==> src/common/i2c_config.svh <==
`ifndef I2C_CONFIG_SVH
`define I2C_CONFIG_SVH

// build-time constants for the I2C slave peripheral

// the 7-bit address that the slave acknowledges
// any other address byte leaves the slave silent until the next start
`define I2C_SLAVE_ADDR 7'h27

// number of equal consecutive CLK samples a bus line must show
// before its filtered level follows
// pulses shorter than this never reach the slave logic
`define DEGLITCH_SAMPLES 4

// the filter adds this many CLK cycles of delay to every SCL and SDA edge
// so the SCL quarter period must be well above it
// at 4 samples the deglitch delay is four CLK periods

// the slave never stretches SCL
// timing margin comes from the master's clock rate alone

`endif

==> src/common/i2c_pkg.sv <==
package i2c_pkg;

	// a 7-bit I2C slave address as it sits in bits 7:1 of the address byte
	typedef logic [6:0] addr_t;

	// one byte as it moves on SDA, MSB first
	typedef logic [7:0] byte_t;

	// the 16-bit control word loaded by writes
	// the same width carries the status word returned by reads
	typedef logic [15:0] word_t;

	// bits seen so far in the current byte
	// it runs from 0 to 8 and holds at 8 through the acknowledge pulse
	typedef logic [3:0] bit_cnt_t;

	// slave sequencing states
	// ADDR shifts in the address byte and ADDR_ACK answers it
	// WRITE and WRITE_ACK take data bytes from the master
	// READ and READ_ACK send status bytes to the master
	// IGNORE waits out a transfer meant for another slave or ended by a NACK
	typedef enum logic [2:0] {
		IDLE,
		ADDR,
		ADDR_ACK,
		WRITE,
		WRITE_ACK,
		READ,
		READ_ACK,
		IGNORE
	} i2c_state_e;

endpackage

==> src/i2c_slave/i2c_slave_fsm.sv <==
`timescale 1ns/1ps
`include "i2c_config.svh"

module i2c_slave_fsm (
	input  logic              CLK,
	input  logic              reset,
	input  logic              scl_f,
	input  logic              sda_f,
	input  logic              byte_done,
	input  i2c_pkg::bit_cnt_t bit_count,
	input  i2c_pkg::byte_t    rx_byte,
	input  logic              tx_bit,
	output logic              cnt_clear,
	output logic              scl_rise,
	output logic              shift_in,
	output logic              shift_out,
	output logic              load_tx,
	output logic              snap_status,
	output logic              commit_byte,
	output logic              next_byte,
	output logic              start_xfer,
	output logic              sda_low
);
	import i2c_pkg::*;

	localparam addr_t    SLAVE_ADDR = `I2C_SLAVE_ADDR;
	localparam bit_cnt_t BYTE_BITS = 4'd8;

	i2c_state_e state;
	logic       scl_q;
	logic       sda_q;
	logic       scl_up;
	logic       scl_dn;
	logic       start_det;
	logic       stop_det;
	logic       addr_hit;
	logic       ack_low;
	logic       tx_en;
	logic       master_nack;

	// previous filtered levels, so every edge shows up one cycle after the change
	always_ff @(posedge CLK) begin
		if (reset) begin
			scl_q <= 1'b1;
			sda_q <= 1'b1;
		end else begin
			scl_q <= scl_f;
			sda_q <= sda_f;
		end
	end

	assign scl_up = scl_f & ~scl_q;
	assign scl_dn = ~scl_f & scl_q;
	// SDA may only move with SCL high to mark a start or a stop
	assign start_det = scl_f & scl_q & sda_q & ~sda_f;
	assign stop_det = scl_f & scl_q & ~sda_q & sda_f;
	assign addr_hit = (rx_byte[7:1] == SLAVE_ADDR);

	// every ack phase sees two SCL falls
	// with bit_count at 8 it is the fall after bit 8 and the ack is set up
	// the counter is cleared there, so the next fall ends the ack pulse
	always_ff @(posedge CLK) begin
		if (reset) begin
			state <= IDLE;
			cnt_clear <= 1'b0;
			scl_rise <= 1'b0;
			shift_in <= 1'b0;
			shift_out <= 1'b0;
			load_tx <= 1'b0;
			snap_status <= 1'b0;
			commit_byte <= 1'b0;
			next_byte <= 1'b0;
			start_xfer <= 1'b0;
			ack_low <= 1'b0;
			tx_en <= 1'b0;
			master_nack <= 1'b0;
		end else begin
			cnt_clear <= 1'b0;
			scl_rise <= 1'b0;
			shift_in <= 1'b0;
			shift_out <= 1'b0;
			load_tx <= 1'b0;
			snap_status <= 1'b0;
			commit_byte <= 1'b0;
			next_byte <= 1'b0;
			start_xfer <= 1'b0;
			// drive data only once the transmit register holds the new byte
			if (load_tx) begin
				tx_en <= 1'b1;
			end
			if (start_det) begin
				// a start from any state, repeated or not, begins address decoding
				state <= ADDR;
				cnt_clear <= 1'b1;
				start_xfer <= 1'b1;
				ack_low <= 1'b0;
				tx_en <= 1'b0;
			end else if (stop_det) begin
				state <= IDLE;
				ack_low <= 1'b0;
				tx_en <= 1'b0;
			end else begin
				case (state)
					ADDR, WRITE: begin
						if (scl_up) begin
							scl_rise <= 1'b1;
							shift_in <= 1'b1;
						end
						if (byte_done) begin
							state <= (state == ADDR) ? ADDR_ACK : WRITE_ACK;
						end
					end
					READ: begin
						// the master samples on the rise and the next bit goes out on the fall
						if (scl_up) begin
							scl_rise <= 1'b1;
						end
						if (scl_dn) begin
							shift_out <= 1'b1;
						end
						if (byte_done) begin
							state <= READ_ACK;
						end
					end
					ADDR_ACK: begin
						if (scl_dn && bit_count == BYTE_BITS) begin
							cnt_clear <= 1'b1;
							if (addr_hit) begin
								ack_low <= 1'b1;
								// a read freezes status here so both bytes match
								snap_status <= rx_byte[0];
							end else begin
								state <= IGNORE;
							end
						end else if (scl_dn) begin
							ack_low <= 1'b0;
							if (rx_byte[0]) begin
								state <= READ;
								load_tx <= 1'b1;
							end else begin
								state <= WRITE;
							end
						end
					end
					WRITE_ACK: begin
						if (scl_dn && bit_count == BYTE_BITS) begin
							cnt_clear <= 1'b1;
							ack_low <= 1'b1;
							commit_byte <= 1'b1;
						end else if (scl_dn) begin
							ack_low <= 1'b0;
							state <= WRITE;
						end
					end
					READ_ACK: begin
						// the ninth rise carries the master's ack, high means NACK
						if (scl_up) begin
							master_nack <= sda_f;
						end
						if (scl_dn && bit_count == BYTE_BITS) begin
							// release SDA for the master and point at the other byte
							cnt_clear <= 1'b1;
							tx_en <= 1'b0;
							next_byte <= 1'b1;
						end else if (scl_dn && master_nack) begin
							state <= IGNORE;
						end else if (scl_dn) begin
							state <= READ;
							load_tx <= 1'b1;
						end
					end
					default: begin
						// IDLE and IGNORE only leave on a start
					end
				endcase
			end
		end
	end

	assign sda_low = ack_low | (tx_en & ~tx_bit);

	// SDA stays released while no transfer to this slave is under way
	assert property (@(posedge CLK) disable iff (reset)
		(state == IDLE || state == IGNORE) |-> !sda_low)
		else $error("sda pulled low in state %s", state.name());

	// data reaches the control word only at the slave's own acknowledge
	assert property (@(posedge CLK) disable iff (reset)
		commit_byte |-> state == WRITE_ACK)
		else $error("commit_byte outside WRITE_ACK");

endmodule

==> config.mk <==
export PLATFORM = sky130hd
export DESIGN_NAME = i2c_slave_fsm
export DESIGN_NICKNAME = d
export VERILOG_FILES = /design/src/common/i2c_pkg.sv /design/src/i2c_slave/i2c_slave_fsm.sv
export VERILOG_INCLUDE_DIRS = /design/src /design/src/common
export SDC_FILE = /design/constraint.sdc
export NUM_CORES = 1
export LEC_CHECK = 0
export ABC_AREA = 1
export BUFFER_PORTS_ARGS = -buffer_cell sky130_fd_sc_hd__buf_2
export CAP_MARGIN = 40
export CORE_ASPECT_RATIO = 0.9
export CORE_MARGIN = 2
export CORE_UTILIZATION = 50
export CTS_BUF_LIST = sky130_fd_sc_hd__clkbuf_8
export DETAILED_ROUTE_END_ITERATION = 12
export GPL_TIMING_DRIVEN = 0
export PLACE_DENSITY_LB_ADDON = 0.3
export SYNTH_ARGS = -nofsm -noshare
export SYNTH_HDL_FRONTEND = slang
export SYNTH_SLANG_ARGS = --single-unit
==> constraint.sdc <==
create_clock -name CLK -period 1.8 [get_ports CLK]
set_input_delay 0.09 -clock CLK [delete_from_list [all_inputs] [get_ports CLK]]
set_output_delay 0.09 -clock CLK [all_outputs]
set_load 0.01 [all_outputs]
* Yosys cells after proc, flatten, opt, wreduce, memory -nomap -nowiden
Cells that the tools add are included.
Storage, ports and cells: input port bits 18, memories kept 0, flip-flop bits (word level) 17, output and inout bits 10, word-level logic and storage cells 120, bits in writable memories 0, bits in latches 0, ROM bits 0
Operators by class: mux-type cells 36, $add $sub $neg 0, shifts and indexed selects 0, magnitude comparators 0, div/mod/pow operators 0, reduce and logical (&&, ||, !) cells 19, bitwise logic cells 24, equality and inequality tests 25, multipliers 0
Operators with widths (number):
- 3-bit two-way mux | 12
- 1-bit two-way mux | 21
- 4-bit inequality test, second input constant | 5
- 4-bit OR reduction | 5
- 9-bit AND reduction | 2
- 5-bit inequality test, second input constant | 3
- 1-bit NOT | 15
- 3-bit case mux with 5 select lines | 1
- 3-bit inequality test, second input constant | 4
- 2-bit inequality test, second input constant | 5
- 3-bit == test, second input constant | 3
- 3-bit OR reduction | 3
- 1-bit bitwise AND | 8
- 7-bit by 6-bit == test with 1-bit output, second input constant | 1
- 7-bit nonzero test | 1
- 3-bit by 2-bit == test with 1-bit output, second input constant | 2
- 6-bit OR reduction | 1
- 5-bit nonzero test | 1
- 4-bit == test, second input constant | 1
- 1-bit case mux with 2 select lines | 2
- 4-bit AND reduction | 1
- 3-bit by 1-bit == test with 1-bit output, second input constant | 1
- 1-bit logical AND | 2
- 2-bit AND reduction | 1
- other kinds (3) | 3

* Logic depth before layout (Yosys ltp)
Gate-level depths: netlist (run 1).
depth in word-level cells 8, gate-level depth with buffers 11

* Worst setup path after synthesis (run 1)
Ideal clock, no wire load.
path type reg2reg, from register state[2], to register state[0], arrival 1.070 ns, buffers on the path 0, data required time 1.685 ns, stages on the path, launching flop included 10, period minus slack after synthesis 1.185 ns, setup slack 0.615 ns, setup time 0.115 ns, cell sequence dfxtp_1 > nand2_1 > nor2_4 > nand3_1 > nand2_1 > nor2_2 > nand2_4 > nand3_1 > nand2_1 > nor2_1
Between the ends: longest elaborated chain between the ends 5
RTL lines:
- start, declared | line i2c_slave_fsm.sv:29 | i2c_state_e state;
- start signal, assigned | line i2c_slave_fsm.sv:110 | state <= (state == ADDR) ? ADDR_ACK : WRITE_ACK;
- 3-bit by 1-bit == test with 1-bit output or 3-bit by 2-bit == test with 1-bit output (tied branches) | line i2c_slave_fsm.sv:103 | case (state)
- 2-bit OR reduction | line i2c_slave_fsm.sv:103
- 3-bit case mux with 5 select lines | line i2c_slave_fsm.sv:103
- 1-bit two-way mux | line i2c_slave_fsm.sv:98 | end else if (stop_det) begin
- 1-bit two-way mux | line i2c_slave_fsm.sv:91 | if (start_det) begin
Parallel ways exist; a longest one is shown, timed or not. A chain may end at the register's enable or synchronous reset.

* Worst setup path after layout (run 1)
from register scl_q, to register scl_rise
Between the ends: longest elaborated chain between the ends 4
RTL lines:
- start, declared | line i2c_slave_fsm.sv:30 | logic scl_q;
- start signal, assigned | line i2c_slave_fsm.sv:47 | scl_q <= scl_f;
- 1-bit bitwise AND | line i2c_slave_fsm.sv:55, i2c_slave_fsm.sv:56
- 1-bit bitwise AND (on tied branches) (2 in a row) | line i2c_slave_fsm.sv:55, i2c_slave_fsm.sv:56
- 4-bit OR reduction (no line)
- end signal, assigned | line i2c_slave_fsm.sv:66 | scl_rise <= 1'b0;
- end signal, assigned | line i2c_slave_fsm.sv:79 | scl_rise <= 1'b0;
- end signal, assigned | line i2c_slave_fsm.sv:106 | scl_rise <= 1'b1;
- end, declared | line i2c_slave_fsm.sv:14 | output logic scl_rise,
Parallel ways exist; a longest one is shown, timed or not.

==> flow_results.org, run 1 <==
** Place
- OpenSTA, run right after detailed placement, puts the worst setup slack at approximately 0.47 ns.
- Post-Place Cell Area :: between 1000 and 1500 um^2
- After legalization and detailed placement, the total HPWL measured between 1 and 1.5 mm.
- Number of instances in the placed design :: about 180
- The congestion estimate from routability-driven global placement came to 0.843.
- During placement, the flow inserted port buffers numbering 27.

** Power
- Cell-internal power :: just under 0.8 mW
- For this design the ratio of total power to cell area is about 1200 nW/um^2.
- Of the total power, the clock network draws 0.217.
- Proportion of power drawn by flip-flops and latches :: 0.355
- The share of total power dissipated in combinational logic is 0.429.
- Switching Share :: 0.391
- Final total power :: between 1 and 1.5 mW
- Switching power :: between 0.4 and 0.5 mW
- IR analysis of the VDD net gives a maximum drop of about 0.66 mV.
- Leakage dissipation :: ~0.55 nW

** Finish
- Final Util :: 0.652
- In the layout the commonest cells are 32 x sky130_fd_sc_hd__nand2_1, 27 x sky130_fd_sc_hd__buf_2, 17 x sky130_fd_sc_hd__dfxtp_1.
- The library cell used most frequently in the layout, excluding fill and tap cells, is sky130_fd_sc_hd__nand2_1.
- The filler cells instantiated in the layout total 155.
- Area Overhead vs Synth :: 24.2%
- Area of all sequential standard cells :: 340 um^2
- Of the cells placed in the final design, the portion with a size suffix greater than 1 is 0.321.
- The final layout contains ~180 nets.
- Final std cell area, no fill :: 1080 um^2
- Area taken by multi-input logic gates :: between 400 and 500 um^2
- The repair_antennas step left the layout with diodes totalling 0.
- The finished layout holds 180 standard cells, fillers aside.

** CTS
- TritonCTS built the clock tree.
- Counting the buffers created by CTS gives 3.
- Count of hold-fix buffers inserted at cts :: 0
- Post-CTS setup buffers :: 0
- Root cell of the clock tree :: sky130_fd_sc_hd__clkbuf_8
- Counting every sink on the clock net gives 17.
- Number of cells upsized or downsized after cts :: 0
- Clock insertion delay at the later pin of the skew report :: between 0.2 and 0.3 ns
- The clock passes through at most 2 buffers.
- After clock tree synthesis, the clock-pin slew on the worst setup and hold paths is 0.06 ns.
- In this run the number of H-tree levels came out at 1.

** Outcome
- The flow ran to the end, and the final reports show no timing, DRC or antenna violations.

** Floorplan
- Die outline area :: around 2100 um^2
- Io pins :: 28
- Horizontal die dimension :: between 40 and 50 um
- The total area inside the core boundary comes to about 1700 um^2.
- The die is ~44 um tall.
- Number of rows in the core area :: 14
- For this configuration, the core starts out at a cell density of 0.525.

** GRT
- For this run, the total global-route usage over all layers was measured as 0.206.
- The first global-routing pass estimated approximately 3.1 mm of wire.
- Congestion Overflow GR :: 0
- Entering global routing, the biggest net connects 11 pins.
- The via count of the first global-routing pass is ~780.
- Number of antenna violations at the first check in global routing :: 0

** Synth
- In this run the cell area of the synthesized design comes to a little under 900 um^2.
- After synthesis, the cell types taking the most area are sky130_fd_sc_hd__dfxtp_1 39%, sky130_fd_sc_hd__nand2_1 14%, sky130_fd_sc_hd__inv_1 6.9%, sky130_fd_sc_hd__nor2_1 5.6%, sky130_fd_sc_hd__nor2_4 5.2%.
- Number of storage elements in the synthesis netlist :: 17
- Sequential fraction of the synthesis area :: 0.390
- Dominant cell type by area after synthesis :: sky130_fd_sc_hd__dfxtp_1
- Fraction of synthesized cell area taken by the top area cell type :: 0.390
- A synthesized cell averages approximately 7 um^2.
- Net count after synthesis :: roughly 140
- For this run, the number of Yosys warnings is 0.
- Synthesized instance count :: approximately 130
- Count of unique library cells instantiated by Yosys :: 22

** Critical path
- The largest single stage delay on the critical path is 0.34 ns.
- Arrival time at the worst endpoint :: around 1.6 ns
- The largest individual stage delay along the critical path comes from the cell sky130_fd_sc_hd__dfxtp_1.
- Classification of the worst setup path :: reg -> reg
- Data on the critical path is required at its endpoint by 1.97 ns.
- STA classifies the critical path endpoint as a flop.
- Highest fanout seen on the critical path :: 5
- List of cells traversed by the critical path :: nand4_1, nand2_1, nor2_1, inv_1, nor3_1
- The worst setup path is launched from a flop.

** STA
- Unrepaired setup endpoints after global routing :: no
- At the pin with the least slew margin, the transition time is just under 0.4 ns.
- The number of endpoints with negative hold slack in the final report came to 0.
- Worst-case setup margin in the final layout :: between 0.4 and 0.5 ns
- Setup violations remaining at the end of the flow were counted as 0.
- Headroom to the max-slew limit came out at 0.743.
- Clock period minus worst slack :: 1.39 ns
- Achievable clock frequency :: around 0.72 GHz
- The final max-slew violation count came to 0.
- On the final layout, the worst clock skew is around 0.0062 ns.
- Final setup TNS :: 0 ns
- Post-route worst hold slack :: ~0.055 ns
- In the finished design, the share of the clock period the worst path needs comes to 0.770.

** Route
- DR DRC count :: 0
- Summed over all layers, the routed wires come to roughly 1.9 mm.
- The routed layout has about 900 vias.
- In this run, the number of DRC markers left after iteration 0 of detailed routing was 26.
- After detailed routing, the average wire length per cell comes to about 10 um.
- First drt pass iteration count :: 4
- In this run the remaining antenna-violating nets after routing total 0.
- Routed via count divided by cell count :: between 4 and 5

** Worst hold path
- Tightest Hold Check Type :: in -> reg

** Flow run
- The tool flagged a number of max-cap violations equal to 0.
==> worst paths after layout <==
check | startpoint | endpoint | slack, ns | depth (start not counted)
worst min-delay path | scl_f | scl_q$_SDFF_PP1_ | 0.06 | 3
worst min register to register | flop | flop | 0.47 | 2
worst max register to register | scl_q$_SDFF_PP1_ | scl_rise$_SDFF_PP0_ | 0.41 | 5
worst max-delay path | scl_q$_SDFF_PP1_ | scl_rise$_SDFF_PP0_ | 0.41 | 5
==> cells in the mapped netlist (all sizes together) <==
cell type / number
nor3: 4
buf: 1
inv: 20
nand2: 36
nand3: 7
o21ai: 3
o21bai: 1
a311oi: 1
nand4: 2
dfxtp: 17
a21oi: 8
nand3b: 1
nor4: 1
a2bb2oi: 1
and3: 1
nor2: 21
==> area by class of cell <==
| class | instances | area share |
|---|---|---|
| buffer | 1 | 0.0104 |
| clock buffer | 3 | 0.0381 |
| clock inverter | 1 | 0.00461 |
| inverter | 20 | 0.0692 |
| multi-input combinational | 87 | 0.412 |
| sequential | 17 | 0.314 |
| tap | 24 | 0.0277 |
| timing repair buffer | 27 | 0.125 |
==> worst max-delay path: cells and delay by family, from the launching register on <==
family,cells,cell delay (ns)
buffers and inverters,1,0.19
DFF,1,0.34
and+or+nand+nor,4,0.77
==> per-layer routing <==
layer | track usage | up-vias | share of wire
met2 | 0.320 | 37 | 0.47
met4 | 0.0486 | 0 | 0.012
met3 | 0.0750 | 4 | 0.085
li1 | - | 458 | -
met1 | 0.271 | 398 | 0.43
met5 | 0 | - | 0
==> sequential cells by signal (all words and copies together), names as in the netlist, named ones only <==
| register | cells |
|---|---|
| state | 3 |
| cnt_clear | 1 |
| commit_byte | 1 |
| load_tx | 1 |
| master_nack | 1 |
| next_byte | 1 |
| scl_q | 1 |
| scl_rise | 1 |
| sda_q | 1 |
| shift_in | 1 |
| shift_out | 1 |
| snap_status | 1 |
| start_xfer | 1 |
| tx_en | 1 |
==> power by group through the flow <==
stage                     combinational (mW)  clock (mW)  sequential [mW]
after floorplan                        0.444           0            0.455
after global placement                 0.531           0            0.457
after detailed placement               0.544           0            0.459
after CTS                              0.546       0.282            0.451
after global routing                   0.612       0.296            0.455
final                                  0.546       0.276            0.452
==> kinds of logic (layout without fill, tap and decap cells) <==
family	count (synthesis)	after routing	synth area share
simple gates	73	73	0.420
buf+inv	21	52	0.0989
flops	17	17	0.390
compound gates	14	14	0.0917
(Power assumes the default switching activity.)
==> run 2, diff against run 1 <==
==> constraint.sdc (replaced) <==
create_clock -name CLK -period 1.43 [get_ports CLK]
set_input_delay 0.0715 -clock CLK [delete_from_list [all_inputs] [get_ports CLK]]
set_output_delay 0.0715 -clock CLK [all_outputs]
set_load 0.01 [all_outputs]
==> flow_results.org, run 2 (synthesis gave the netlist of run 1 again) <==
** Critical path
- The required time of the critical path is 1.57 ns (was 1.97 ns).
- The terminus of the critical flop-to-flop path is state[0]$_SDFFE_PP0P_ (was scl_rise$_SDFF_PP0_).
- Critical R2R Launch :: state[1]$_SDFFE_PP0P_ (was scl_q$_SDFF_PP1_)
- Classification of the worst setup path :: reg -> reg (unchanged)
- Critical Path Sink Type :: flop (unchanged)
- The reg2reg setup slack came to 0.10 ns (was 0.41 ns).
- Reg2reg path depth :: 10 (was 5)
- Startpoint type of the worst setup path :: flop (unchanged)
- Highest fanout seen on the critical path :: 5 (unchanged)
- Arrival time at the worst endpoint :: 1.47 ns (was 1.55 ns)

** Finish
- Area of all sequential standard cells :: 342 um^2 (was 340 um^2)
- The antenna diode count was 0 (unchanged).
- Top library cells by usage in the layout, fill and taps aside :: 31 x sky130_fd_sc_hd__nand2_1, 27 x sky130_fd_sc_hd__buf_2, 16 x sky130_fd_sc_hd__inv_1, 16 x sky130_fd_sc_hd__dfxtp_1, 12 x sky130_fd_sc_hd__nor2_1 (was 32 x sky130_fd_sc_hd__nand2_1, 27 x sky130_fd_sc_hd__buf_2, 17 x sky130_fd_sc_hd__dfxtp_1)
- Area Overhead vs Synth :: 25.5% (was 24.2%)
- Area taken by multi-input logic gates :: 457 um^2 (was 447 um^2)
- Count of nets after finishing :: 175 (unchanged)
- Number of filler instances in the final layout :: 154 (was 155)
- The fraction of layout cells with a size suffix above 1 came to 0.340 (was 0.321).
- Final Util :: 0.659 (was 0.652)
- Most flop-heavy register :: state (unchanged)
- The most frequent standard cell in the layout excluding fill and tap cells is sky130_fd_sc_hd__nand2_1 (unchanged).
- The flip-flop count of the largest register, all copies and words added came to 3 (unchanged).

** CTS
- The insertion delay of the later-clocked pin in the worst-skew pair is 0.25 ns (about the same).
- CTS Buf Count :: 3 (unchanged)
- Sinks on Clock Net :: 17 (unchanged)
- Clock transition at the register clock pins on the worst setup and hold paths after CTS :: 0.06 ns (about the same)
- Root cell of the clock tree :: sky130_fd_sc_hd__clkbuf_8 (unchanged)
- The CTS H-tree depth was 1 (unchanged).
- The TritonCTS clock tree is done (unchanged).
- The maximum buffer depth of the clock tree is 2 (unchanged).

** GRT
- GRT met1 Usage :: 0.271 (unchanged)
- The first-pass GRT wire length came to 3.12 mm (unchanged).
- Peak-usage layer in the global routing report :: met2 (unchanged)
- The aggregate global-route resource usage was 0.206 (unchanged).
- The maximum number of pins on one net before global-route repair came to 11 (unchanged).
- Met2 capacity usage during global routing :: 0.320 (unchanged)
- Global-route met3 utilization :: 0.0750 (unchanged)
- The total congestion overflow after global routing is 0 (unchanged).
- Via count of the first global-routing pass :: 779 (unchanged)
- The initial antenna violation count was 0 (unchanged).

** STA
- Count of final setup violators :: 0 (unchanged)
- The measured slew at the worst slew-check pin is 0.246 ns (was 0.384 ns).
- The worst clock skew came to 0.00690 ns (was 0.00625 ns).
- Fin. max-slew vios :: 0 (unchanged)
- Unrepaired setup endpoints after global routing :: yes (was no)
- Clock period minus worst slack :: 1.33 ns (was 1.39 ns)
- The number of endpoints with negative hold slack in the final report is 0 (unchanged).
- Normalized max-slew margin :: 0.834 (was 0.743)
- Achievable clock frequency :: 0.754 GHz (was 0.722 GHz)
- Final clock period utilization by the worst path :: 0.927 (was 0.770)
- Worst-case setup margin in the final layout :: 0.104 ns (was 0.415 ns)

** Power
- The total chip power was 1.61 mW (was 1.27 mW).
- Power per cell area :: 1470 nW/um^2 (was 1170 nW/um^2)
- The maximum ir drop on the vdd rail was 0.833 mV (was 0.662 mV).
- The static leakage was 0.556 nW (was 0.554 nW).

** Outcome
- Result of the run :: finished, final reports clean (unchanged)

** Route
- The count of routing violations after the opening detailed-route iteration was 21 (was 26).
- The length of the first detailed-routing pass in iterations came to 4 (unchanged).
- The detailed-route via count was 889 (was 897).
- Routed via count divided by cell count :: 4.94 (was 4.98)
- DR DRC count :: 0 (unchanged)
- The average wire per standard cell is 10.2 um (was 10.3 um).
- The wire length after detailed routing came to 1.83 mm (was 1.85 mm).
- The post-route antenna net violation count is 0 (unchanged).

** Floorplan
- Die outline area :: 2100 um^2 (unchanged)
- Core Region :: 1660 um^2 (unchanged)
- Io pins :: 28 (unchanged)
- The die span in x was 48.1 um (unchanged).
- Number of rows in the core area :: 14 (unchanged)
- Starting density of the core :: 0.525 (unchanged)
- The vertical die dimension came to 43.7 um (unchanged).

** Place
- The count of input and output buffers was 27 (unchanged).
- The post-placement setup slack was 0.101 ns (was 0.471 ns).
- Placer Congestion :: 0.843 (unchanged)
- Final HPWL DP :: 1.45 mm (unchanged)

** Worst hold path
- The number of instances on the worst hold path was 3 (unchanged).
- The type of the worst min-delay path was in -> reg (unchanged).
- The source of the worst hold timing path was scl_f (unchanged).
- Sink of the worst hold path :: scl_q$_SDFF_PP1_ (unchanged)

** Flow run
- The count of maximum capacitance violations came to 0 (unchanged).
==> run 2: area by class of cell <==
type | count | share of cell area
clock buffers | 3 | 0.0377
plain buffers | 1 | 0.0103
flip-flops and latches | 17 | 0.312
clock inverters | 1 | 0.00457
inverters | 20 | 0.0685
repair buffers | 27 | 0.123
well taps | 24 | 0.0274
multi-input cells | 87 | 0.417
==> run 2: repair_timing <==
item                                    in CTS  in global routing
gates resized for setup                      0                  5
hold buffers                                 0                  0
buffers inserted                             0                  0
endpoints found under the setup margin       0                  6
==> run 2: how the worst max path moves through the flow <==
stage | startpoint | end | slack, ns
global route | state[1]$_SDFFE_PP0P_ | state[1]$_SDFFE_PP0P_ | -0.01
detailed placement | scl_q$_SDFF_PP1_ | state[0]$_SDFFE_PP0P_ | 0.10
CTS | scl_q$_SDFF_PP1_ | shift_in$_SDFF_PP0_ | 0.09
global placement | scl_q$_SDFF_PP1_ | scl_rise$_SDFF_PP0_ | 0.13
finish | state[1]$_SDFFE_PP0P_ | state[0]$_SDFFE_PP0P_ | 0.10
floorplan | state[2]$_SDFFE_PP0P_ | state[0]$_SDFFE_PP0P_ | 0.25
==> run 2: report_power, final <==
group | internal, mW | total [mW] | switching (mW) | leakage (nW)
logic | 0.263 | 0.687 | 0.424 | 0.392
registers | 0.524 | 0.572 | 0.0479 | 0.139
clock network | 0.193 | 0.349 | 0.155 | 0.0255
total | 0.980 | 1.61 | 0.627 | 0.556
==> run 2: critical path, stage by stage (launching register included) <==
cell and delay, ns:
sky130_fd_sc_hd__dfxtp_1 0.35, sky130_fd_sc_hd__inv_1 0.11, sky130_fd_sc_hd__nand2_1 0.09, sky130_fd_sc_hd__nor2_2 0.15, sky130_fd_sc_hd__nand3_2 0.13, sky130_fd_sc_hd__nand2_2 0.10
sky130_fd_sc_hd__nor2_4 0.04, sky130_fd_sc_hd__nand2_4 0.08, sky130_fd_sc_hd__nand3_1 0.06, sky130_fd_sc_hd__nand2_1 0.06, sky130_fd_sc_hd__nor2_1 0.04
==> run 2: through the flow <==
stage	cells	TNS [ns]	cell area, um^2	hold slack (ns)
2_1_floorplan	125	0	873	0.141
3_3_place_gp	176	0	1040	0.285
3_5_place_dp	176	0	1040	0.293
4_1_cts	180	0	1080	0.0342
5_1_grt	180	-0.0118	1100	0.0552
6_report	180	0	1100	0.0364
==> run 2: routing by layer <==
metal / wire, um / up-vias
li1: - / 458
met1: 818 / 392
met2: 853 / 33
met3: 118 / 6
met4: 40 / 0
met5: 0 / -
